===== config.mk =====
export PLATFORM = sky130hd
export DESIGN_NAME = tile_endpoint
export DESIGN_NICKNAME = d
export VERILOG_FILES = /design/src/verilog/manycore_cfg_pkg.sv /design/src/verilog/mem_op_pkg.sv /design/src/verilog/tile_endpoint.sv
export SDC_FILE = /design/constraint.sdc
export NUM_CORES = 1
export LEC_CHECK = 0
export ABC_AREA = 1
export BUFFER_PORTS_ARGS = -buffer_cell sky130_fd_sc_hd__buf_4
export CORE_UTILIZATION = 36
export CTS_BUF_LIST = sky130_fd_sc_hd__clkbuf_8
export CTS_CLUSTER_DIAMETER = 100
export DETAILED_ROUTE_END_ITERATION = 8
export HOLD_SLACK_MARGIN = 0.15
export PLACE_DENSITY = 0.81
export SYNTH_ARGS = -nofsm -noshare
export SYNTH_HDL_FRONTEND = slang
export SYNTH_SLANG_ARGS = --single-unit

===== constraint.sdc =====
create_clock -name clk_i -period 2.4 [get_ports clk_i]
set_clock_uncertainty 0.1 [all_clocks]
set_input_delay 0 -clock clk_i [delete_from_list [all_inputs] [get_ports clk_i]]
set_output_delay 0 -clock clk_i [all_outputs]
set_load 0.01 [all_outputs]

===== src/verilog/manycore_cfg_pkg.sv =====
// manycore row configuration: default row sizes and index width helper
`default_nettype none

package manycore_cfg_pkg;

  // tiles sharing the bank
  localparam int num_tiles_default = 4;

  // data word width in bits
  localparam int data_width_default = 32;

  // words in the shared bank
  localparam int dmem_words_default = 16;

  // register stages on the reset path
  localparam int reset_depth_default = 3;

  // index width for a count of n items, never below one bit
  function automatic int safe_clog2(input int n);
    return (n > 1) ? $clog2(n) : 1;
  endfunction

endpackage

`default_nettype wire


===== src/verilog/mem_op_pkg.sv =====
// memory operation encodings and shared bank state encoding
`default_nettype none

package mem_op_pkg;

  // request opcodes seen at the processor-side port
  typedef enum logic [1:0] {
    // returns the stored word
    op_load    = 2'b00,
    // writes the word, returns the written data
    op_store   = 2'b01,
    // adds to the word, returns the old value
    op_amo_add = 2'b10
  } e_mem_op;

  // bank sequencing after reset
  typedef enum logic [0:0] {
    // zeroing words one per cycle
    bank_clear = 1'b0,
    // serving requests
    bank_run   = 1'b1
  } e_bank_state;

endpackage

`default_nettype wire


===== src/verilog/tile_endpoint.sv =====
// tile endpoint: holds one pending memory request and collects its tagged response
`timescale 1ns/1ps
`default_nettype none

module tile_endpoint
  import manycore_cfg_pkg::*;
  import mem_op_pkg::*;
#(
  parameter int tile_id_p     = 0,
  parameter int num_tiles_p   = num_tiles_default,
  parameter int data_width_p  = data_width_default,
  parameter int dmem_words_p  = dmem_words_default,
  localparam int tile_width_lp = safe_clog2(num_tiles_p),
  localparam int addr_width_lp = safe_clog2(dmem_words_p)
) (
  input  logic                     clk_i,
  input  logic                     rst_n_i,

  // processor side
  input  logic                     req_v_i,
  input  e_mem_op                  req_op_i,
  input  logic [addr_width_lp-1:0] req_addr_i,
  input  logic [data_width_p-1:0]  req_data_i,
  output logic                     busy_o,

  // toward the arbiter
  output logic                     wait_o,
  input  logic                     grant_i,
  output e_mem_op                  pend_op_o,
  output logic [addr_width_lp-1:0] pend_addr_o,
  output logic [data_width_p-1:0]  pend_data_o,

  // response broadcast from the bank
  input  logic                     bank_resp_v_i,
  input  logic [tile_width_lp-1:0] bank_resp_tile_i,
  input  logic [data_width_p-1:0]  bank_resp_data_i,

  // response back to the processor
  output logic                     resp_v_o,
  output logic [data_width_p-1:0]  resp_data_o
);

  logic busy_r;
  logic wait_r;
  logic resp_hit;
  logic accept;

  // only the tile whose index is on the response bus takes it
  assign resp_hit = bank_resp_v_i && (bank_resp_tile_i == tile_width_lp'(tile_id_p));

  // busy drops in the same cycle the response shows up
  assign busy_o = busy_r && !resp_hit;
  assign accept = req_v_i && !busy_o;

  always_ff @(posedge clk_i or negedge rst_n_i) begin
    if (!rst_n_i) begin
      busy_r <= 1'b0;
      wait_r <= 1'b0;
    end else if (accept) begin
      busy_r <= 1'b1;
      wait_r <= 1'b1;
    end else begin
      if (resp_hit) begin
        busy_r <= 1'b0;
      end
      // the arbiter has taken the request, stop asking
      if (grant_i) begin
        wait_r <= 1'b0;
      end
    end
  end

  // request payload, stable while busy
  always_ff @(posedge clk_i) begin
    if (accept) begin
      pend_op_o   <= req_op_i;
      pend_addr_o <= req_addr_i;
      pend_data_o <= req_data_i;
    end
  end

  assign wait_o      = wait_r;
  assign resp_v_o    = resp_hit;
  assign resp_data_o = bank_resp_data_i;

endmodule

`default_nettype wire


==> metrics <==
largest fanout on the critical path=3; Async SR Flop Fraction=0.0500; status=finished, final reports clean; Synth Register Bits=40; Routed Antenna Nets=0; Post-DP HPWL=2.29 mm; first-pass GRT wire length=6.18 mm; LEAKAGE=1.21 nW; worst-skew pair later-pin latency=0.29 ns; CP endpoint kind=register; Placed Cells=185; Hold Vio Cnt, Final=0; share of cells above drive strength 1=0.419; CP Launch Type=register; sequential share of the synthesized area=0.806; Num CTS Buffers=5; Initial DRC Count=33; Synth area leader=edfxtp_1; CTS root buf=clkbuf_8; Tcrit/Tclk final=0.804; Final nets=298; Die H=66.1 um; Fill cells=238; Syn Nets=160; GR Overflow Total=0; vias in the first global route=1278; Area contributors post-synth=edfxtp_1 77%, buf_4 16%, dfrtp_1 3.4%, inv_1 1.0%, nand2_1 1.0%; H-tree depth=2; All-Layer GR Usage=0.209; CP Cell Sequence=nand2_2 > nand2_2 > dlygate4sd3_1 > nand2_1 > dlygate4sd3_1; post-cts hold buffer count=77; Slew Viols, Final=0; CTS tree=yes; Final min period=1.93 ns; CP Data Arrival Time=2.00 ns; Top delay family on crit path=buffers and inverters; Synth top area share=0.772; Routed Wire Length=4.42 mm; Ports=150; class of the worst hold path=in2out; clock transition at the registers of the reported paths=0.07 ns; Row Count=22; area grow syn2layout=89.1%; worst path bufs/invs=2; Post-CTS Resized=0; number of synthesized flops with an enable pin=38; RSZ-0062 raised after global routing=false; # DRC=0; antenna violations before repair=0; via count=1163; VDD IR max=0.000512 V; Synth Cell Area=1480 um^2; Setup CP Type=reg2reg; library cells used by synthesis=7; CTS Buffer Depth=2; largest net degree at the start of global routing=39; DR vias/cell=4.31; hold_ws=0.235 ns; Min-Delay Path Depth=4; top_reg_cell synth=edfxtp_1; Max Cap Viol=0; Post-Syn Area per Cell=17.8 um^2; slew at the pin closest to its max-slew limit=0.458 ns; setup_tns=0 ns; Ant. Diodes=0; wire length per cell=16.4 um; Initial Util=0.389; Die Span X=66.1 um; FMAX=518 MHz; Slowest-stage cell, CP=dlygate4sd3_1; RD Place Congestion=0.700; Required @ worst endpoint=2.47 ns; Syn. warnings=0; I/O Buffers=85; non-filler cells in the finished layout=270; power per cell area=594 nW/um^2; postcts setup bufs=0; cells on worst reg2reg path=5; drt pass-1 iters=4; core box area=3800 um^2; Worst path depth=5; Finish-stage setup viols=0; Num Clock Sinks=40; count leader, synth=edfxtp_1; crit-path max cell delay=0.56 ns; DIE AREA=4360 um^2; Synth Instances=83; most frequent cells after synthesis=38 x edfxtp_1, 32 x buf_4, 4 x inv_1, 4 x nand2_1; Slew headroom=0.695
## state kept, by name, summed over array words and instances, names as in the netlist
register	count
pend_addr_o	4
busy_r	1
pend_op_o	2
pend_data_o	32
wait_o	1
## logic make-up (layout without fill, tap and decap cells)
kind of cell,count (synthesis),count (layout),synth area share
AND/OR/NAND/NOR,7,7,0.0212
flip-flops,40,40,0.806
buffers and inverters,36,175,0.173
## area by class of cell
class | count | area, um^2 | area share
timing repair buffer | 163 | 1420 | 0.507
sequential | 40 | 1190 | 0.426
clock buffer | 5 | 68.8 | 0.0246
tap | 48 | 60.1 | 0.0215
multi-input combinational | 7 | 31.3 | 0.0112
inverter | 4 | 15.0 | 0.00537
clock inverter | 3 | 11.3 | 0.00403
## through the flow
stage | utilization | area [um^2] | total power [mW] | setup WS, ns
2_1_floorplan | - | 1480 | 1.01 | 0.663
3_3_place_gp | 0.512 | 1940 | 1.12 | 1.02
3_5_place_dp | 0.512 | 1940 | 1.13 | 0.928
4_1_cts | 0.736 | 2790 | 1.65 | 0.536
5_1_grt | 0.736 | 2790 | 1.72 | 0.431
6_report | 0.736 | 2790 | 1.66 | 0.471
## path summary, 6_finish.rpt
path                          startpoint        to  slack [ns]
setup reg to reg                  busy_r    busy_r        0.47
setup / recovery                  busy_r    busy_r        0.47
hold reg to reg                   wait_o    wait_o        0.94
hold / removal             bank_resp_v_i  resp_v_o        0.24
max in group asynchronous        rst_n_i    busy_r        1.56
min in group asynchronous        rst_n_i    wait_o        0.52
## power breakdown
| part | switching, mW | internal, mW | leakage, nW |
|---|---|---|---|
| clock | 0.213 | 0.194 | 0.0482 |
| combinational | 0.160 | 0.220 | 0.781 |
| sequential | 0.0221 | 0.850 | 0.377 |
| total | 0.395 | 1.26 | 1.21 |
## tightest hold or removal path, cell delays in order
cell and delay [ns]:
buf_4 0.08, nand2_1 0.08, inv_1 0.06, buf_4 0.11
## per-layer routing
metal / wire length, um / global-route usage / share of wire / vias to the layer above
li1: - / - / - / 528
met1: 1300 / 0.179 / 0.30 / 536
met2: 2590 / 0.399 / 0.59 / 78
met3: 296 / 0.0586 / 0.067 / 21
met4: 220 / 0.154 / 0.050 / 0
met5: 0 / 0 / 0 / -
## layout by cell type (no fill, tap or decap)
cell type      netlist  final
edfxtp_1            38     38
dfrtp_1              2      2
buf_4               32     86
clkinv_1             0      1
clkbuf_8             0      5
dlygate4sd3_1        0     77
inv_1                4      6
nand2_1              4      4
nand2_2              2      2
nor2_1               1      1
Power figures use the tool's default switching activity.
