--- src/verilog/manycore_cfg_pkg.sv ---
// manycore row configuration: default row sizes and index width helper
`default_nettype none

package manycore_cfg_pkg;

  // tiles sharing the bank
  localparam int num_tiles_default = 4;

  // data word width in bits
  localparam int data_width_default = 32;

  // words in the shared bank
  localparam int dmem_words_default = 16;

  // register stages on the reset path
  localparam int reset_depth_default = 3;

  // index width for a count of n items, never below one bit
  function automatic int safe_clog2(input int n);
    return (n > 1) ? $clog2(n) : 1;
  endfunction

endpackage

`default_nettype wire

--- src/verilog/mem_op_pkg.sv ---
// memory operation encodings and shared bank state encoding
`default_nettype none

package mem_op_pkg;

  // request opcodes seen at the processor-side port
  typedef enum logic [1:0] {
    // returns the stored word
    op_load    = 2'b00,
    // writes the word, returns the written data
    op_store   = 2'b01,
    // adds to the word, returns the old value
    op_amo_add = 2'b10
  } e_mem_op;

  // bank sequencing after reset
  typedef enum logic [0:0] {
    // zeroing words one per cycle
    bank_clear = 1'b0,
    // serving requests
    bank_run   = 1'b1
  } e_bank_state;

endpackage

`default_nettype wire

--- src/verilog/mem_bank.sv ---
// shared data bank: load, store and atomic add with a tile-tagged response
`timescale 1ns/1ps
`default_nettype none

module mem_bank
  import manycore_cfg_pkg::*;
  import mem_op_pkg::*;
#(
  parameter int num_tiles_p   = num_tiles_default,
  parameter int data_width_p  = data_width_default,
  parameter int dmem_words_p  = dmem_words_default,
  localparam int tile_width_lp = safe_clog2(num_tiles_p),
  localparam int addr_width_lp = safe_clog2(dmem_words_p)
) (
  input  logic                     clk_i,
  input  logic                     rst_n_i,
  input  logic                     bank_v_i,
  input  e_mem_op                  bank_op_i,
  input  logic [addr_width_lp-1:0] bank_addr_i,
  input  logic [data_width_p-1:0]  bank_data_i,
  input  logic [tile_width_lp-1:0] bank_tile_i,
  output logic                     ready_o,
  output logic                     resp_v_o,
  output logic [tile_width_lp-1:0] resp_tile_o,
  output logic [data_width_p-1:0]  resp_data_o
);

  logic [data_width_p-1:0]  mem_r [dmem_words_p];
  e_bank_state              state_r;
  logic [addr_width_lp-1:0] clear_cnt_r;
  logic                     exec;
  logic [data_width_p-1:0]  old_word;
  logic                     wr_en;
  logic [data_width_p-1:0]  wr_data;
  logic [data_width_p-1:0]  rd_data;

  assign ready_o  = (state_r == bank_run);
  assign exec     = bank_v_i && ready_o;
  assign old_word = mem_r[bank_addr_i];

  // read-modify-write resolved within the cycle
  always_comb begin
    wr_en   = 1'b0;
    wr_data = bank_data_i;
    rd_data = old_word;
    case (bank_op_i)
      op_store: begin
        wr_en   = exec;
        rd_data = bank_data_i;
      end
      op_amo_add: begin
        wr_en   = exec;
        wr_data = old_word + bank_data_i;
      end
      default: begin
        wr_en = 1'b0;
      end
    endcase
  end

  always_ff @(posedge clk_i or negedge rst_n_i) begin
    if (!rst_n_i) begin
      state_r     <= bank_clear;
      clear_cnt_r <= '0;
      resp_v_o    <= 1'b0;
    end else begin
      resp_v_o <= exec;
      // one word zeroed per cycle, then run
      if (state_r == bank_clear) begin
        clear_cnt_r <= clear_cnt_r + 1'b1;
        if (clear_cnt_r == addr_width_lp'(dmem_words_p - 1)) begin
          state_r <= bank_run;
        end
      end
    end
  end

  always_ff @(posedge clk_i) begin
    if (state_r == bank_clear) begin
      mem_r[clear_cnt_r] <= '0;
    end else if (wr_en) begin
      mem_r[bank_addr_i] <= wr_data;
    end
    if (exec) begin
      resp_tile_o <= bank_tile_i;
      resp_data_o <= rd_data;
    end
  end

endmodule

`default_nettype wire

--- config.mk ---
export PLATFORM = sky130hd
export DESIGN_NAME = mem_bank
export DESIGN_NICKNAME = d
export VERILOG_FILES = /design/src/verilog/manycore_cfg_pkg.sv /design/src/verilog/mem_op_pkg.sv /design/src/verilog/mem_bank.sv
export SDC_FILE = /design/constraint.sdc
export NUM_CORES = 1
export LEC_CHECK = 0
export BUFFER_PORTS_ARGS = -buffer_cell sky130_fd_sc_hd__buf_2
export CAP_MARGIN = 20
export CELL_PAD_IN_SITES_DETAIL_PLACEMENT = 1
export CELL_PAD_IN_SITES_GLOBAL_PLACEMENT = 2
export CORE_MARGIN = 5
export CORE_UTILIZATION = 50
export CTS_CLUSTER_SIZE = 25
export DETAILED_ROUTE_END_ITERATION = 10
export GPL_TIMING_DRIVEN = 0
export PLACE_DENSITY = 0.82
export SKIP_CTS_REPAIR_TIMING = 1
export SLEW_MARGIN = 20
export SYNTH_ARGS = -nofsm -noshare
export SYNTH_HDL_FRONTEND = slang
export SYNTH_SLANG_ARGS = --single-unit
export TNS_END_PERCENT = 100
--- constraint.sdc ---
create_clock -name clk_i -period 6.05 [get_ports clk_i]
set_input_delay 0.605 -clock clk_i [delete_from_list [all_inputs] [get_ports clk_i]]
set_output_delay 0.605 -clock clk_i [all_outputs]
set_load 0.03 [all_outputs]
==> run metrics <==
M1 GR Usage=33.5%; Synth Area in Adders=1.92%; global placer's final weighted congestion=0.878; CP Class=in -> reg; Hold/Removal Path Class=in -> reg; XOR/XNOR Fraction of Synth Area=0.756%; placed cell count=between 1.5k and 2k; die area=50800 sq um; Post-layout nets=1395; FF-to-FF setup slack=1.30 ns; worst clock skew=0.0240 ns; Critical Path AT=6.06 ns; DR WL/cell=30.3 um; clk slew on worst S/H paths=approximately 0.060 ns; main combinational cell family by area after synthesis=multiplexers; Setup TNS=0 ns; Net Switching=~2 mW; cell depth of the worst hold path=1; fraction of layout cells with a size suffix above 1=31.1%; Slew Limit Fails=0; Crit Path Max Fanout=16; actual slew at the worst max-slew pin=1.09 ns; post-synthesis sequential area ratio=71.4%; DRT Wirelength=59.5 mm; hold wc startpoint=bank_tile_i[0]; post-synthesis mux area share=17.9%; R2R Path Start=mem_r[3][1]$_DFFE_PP_; Static Leak=8.97 nW; Site Rows=79; Critical Path Max Stage Delay=0.76 ns; TritonCTS buffer count=56; Initial Util=50.2%; Syn. warnings=0; TritonCTS clock tree=yes; M3 GR Usage=4.04%; Skew-Pair Late Insertion Delay=0.63 ns; antenna fix cells=0; busiest grt layer=met2; initial antenna violation count=1; total grt overflow=0; status=complete, no violations; max-cap viol count=0; simple-gate share of the synthesized area=2.97%; logic gate share of total power=a little under a tenth; critical-path cell list=buf_2, clkbuf_1, clkbuf_1, mux4_2, mux4_2, ha_1, inv_1, fa_1, and2b_2, o2111ai_2, a211oi_2, o2111ai_1, a211oi_2, o21ai_0, a2111oi_1, a311o_1; buffers added on ports=75; Synth Flop Type=edfxtp_1; CP Capture Type=flop; Crit-path slowest cell=clkbuf_1; P_int=6.49 mW; Post-Syn Nets=1245; hold endpoint=resp_tile_o[0]$_DFFE_PP_; Synth Instances=roughly 1.2k; RSZ-0062 raised after global routing=no; level count of the clock H-tree=2; Final ANT Viol Nets=0; 1st-pass router iterations=5; setup violators final=0; area grow syn2layout=14.6%; DR vias/cell=6.25; met2 Usage GRT=around 40%; Syn Area/Cell=19.9 sq um; number of synthesized flops with an enable pin=about 550; Slew headroom=27.5%; die width=225 um; Worst EP required=6.40 ns; Pwr Density=318 nW/um^2; Total Power=around 8.5 mW; vias in the first global route=13.0k; VDD IR max=0.215 mV; Async SR Flop Fraction=approximately 1.1%; Flop pwr share=roughly 51%; period utilisation layout=94.4%; Clock Path Buffers=3; Worst Setup Start Kind=input pin; Netlist cell types=67; largest net degree at the start of global routing=38; Seq cells post-synth=552; switch share=23.3%; Tot GR Track Use=between 20% and 30%; Core Area=46200 sq um; first-pass GRT wire length=slightly below 90 mm; Worst R2R End=mem_r[15][31]$_DFFE_PP_; most common cell after layout, fill and taps aside=edfxtp_1; hpwl dp=about 40 mm; Chip Height=225 um; worst reg-to-reg path cell count=11; Top delay family on crit path=compound AO/OA/AOI/OAI gates; initial DRC count=1253; Clock power frac=39.9%; Compound-Gate Fraction of Synth Area=3.65%; IO Count=79; clk sinks=roughly 550; Fin. Hold Viols=0; Synth Cell Area=about 23000 sq um; vias post-DR=roughly 12k; Tmin final=5.71 ns; f_max=approximately 180 MHz; drt drc=0; Final Non-Filler Cells=1966; crit path buf inv count=4; highest-count cells in the layout ignoring fill and taps=edfxtp_1 (546), mux4_2 (160), buf_2 (92); Root Driver=clkbuf_16
-- worst register-to-register path, delay by kind of cell, from the launching register on --
| family | cells | cell delay, ns |
|---|---|---|
| AOI/OAI and AO/OA | 7 | 2.07 |
| muxes | 3 | 1.66 |
| DFF | 1 | 0.39 |
| adders and majority gates | 1 | 0.32 |
-- state kept, by name (all words and copies together) (netlist names) --
register / count
resp_v_o: 1
ready_o: 1
resp_data_o: 32
clear_cnt_r: 4
resp_tile_o: 2
mem_r: 512
-- worst max path at each step --
stage,depth (start not counted),startpoint,endpoint,slack [ns]
finish,16,bank_addr_i[1],mem_r[6][30]$_DFFE_PP_,0.34
global route,16,bank_addr_i[1],mem_r[6][30]$_DFFE_PP_,0.02
CTS,14,bank_addr_i[1],mem_r[15][17]$_DFFE_PP_,-0.1
detailed placement,14,bank_addr_i[1],mem_r[13][17]$_DFFE_PP_,-0.70
global placement,6,bank_v_i,mem_r[15][11]$_DFFE_PP_,-1.46
floorplan,14,bank_addr_i[0],mem_r[0][25]$_DFFE_PP_,0.92
-- synth_stat cells, types with 3 or more instances --
cell	number	area [sq um]
edfxtp_1	546	16400
mux4_2	160	3600
a21oi_1	48	240
nor2_1	43	161
nand2_1	37	139
ha_1	34	425
mux2_2	33	372
clkbuf_1	32	120
o21ai_0	23	115
inv_1	22	82.6
buf_2	17	85.1
mux2i_1	17	170
a21o_1	14	105
nor3_1	12	60.1
xnor2_1	12	105
nand3_1	11	55.1
buf_1	9	33.8
nand4_1	8	50.1
xor2_1	8	70.1
o21a_1	7	52.6
dfrtp_1	6	150
nor2b_1	5	31.3
a31oi_1	4	25.0
nand2b_1	4	25.0
and3_1	3	18.8
nand3b_1	3	22.5
-- cells by family (layout without fill, tap and decap cells) --
group	after synthesis	count (layout)
compound gates	128	128
xor+xnor	20	20
fa+ha+maj	35	35
buf+inv	81	273
flops	552	552
mux	210	210
simple gates	141	141
-- metal layers --
metal / wire length [um] / vias to the layer above
met5: 0 / -
met4: 1500 / 0
met3: 3470 / 89
met2: 29700 / 452
met1: 24800 / 6587
li1: - / 5155
-- final cells by class --
cell class,instances,area [sq um]
Clock buffer,71,1460
Fill cell,3980,19600
Sequential cell,552,16500
Tap cell,607,759
Timing Repair Buffer,92,706
Buffer,59,255
Inverter,22,82.6
Clock inverter,29,302
Multi-Input combinational cell,534,6460
-- per-stage QoR --
| stage | cell area (sq um) | util [%] | worst slack [ns] | hold WS, ns |
|---|---|---|---|---|
| after floorplan | 23200 | - | 0.918 | 0.309 |
| after global routing | 26600 | 57.6 | 0.0235 | 0.148 |
| after CTS | 26500 | 57.5 | -0.0977 | -0.216 |
| final | 26600 | 57.6 | 0.341 | 0.169 |
| after global placement | 24300 | 52.7 | -1.46 | 0.429 |
| after detailed placement | 24800 | 53.6 | -0.701 | 0.441 |
-- power by group through the flow --
| stage | clock network [mW] | logic, mW | registers, mW |
|---|---|---|---|
| 2_1_floorplan | 0 | 0.489 | 4.41 |
| 3_3_place_gp | 0 | 0.758 | 4.37 |
| 3_5_place_dp | 0 | 0.792 | 4.37 |
| 4_1_cts | 3.42 | 0.797 | 4.29 |
| 5_1_grt | 3.60 | 0.862 | 4.29 |
| 6_report | 3.37 | 0.798 | 4.29 |
(Power assumes the default switching activity.)
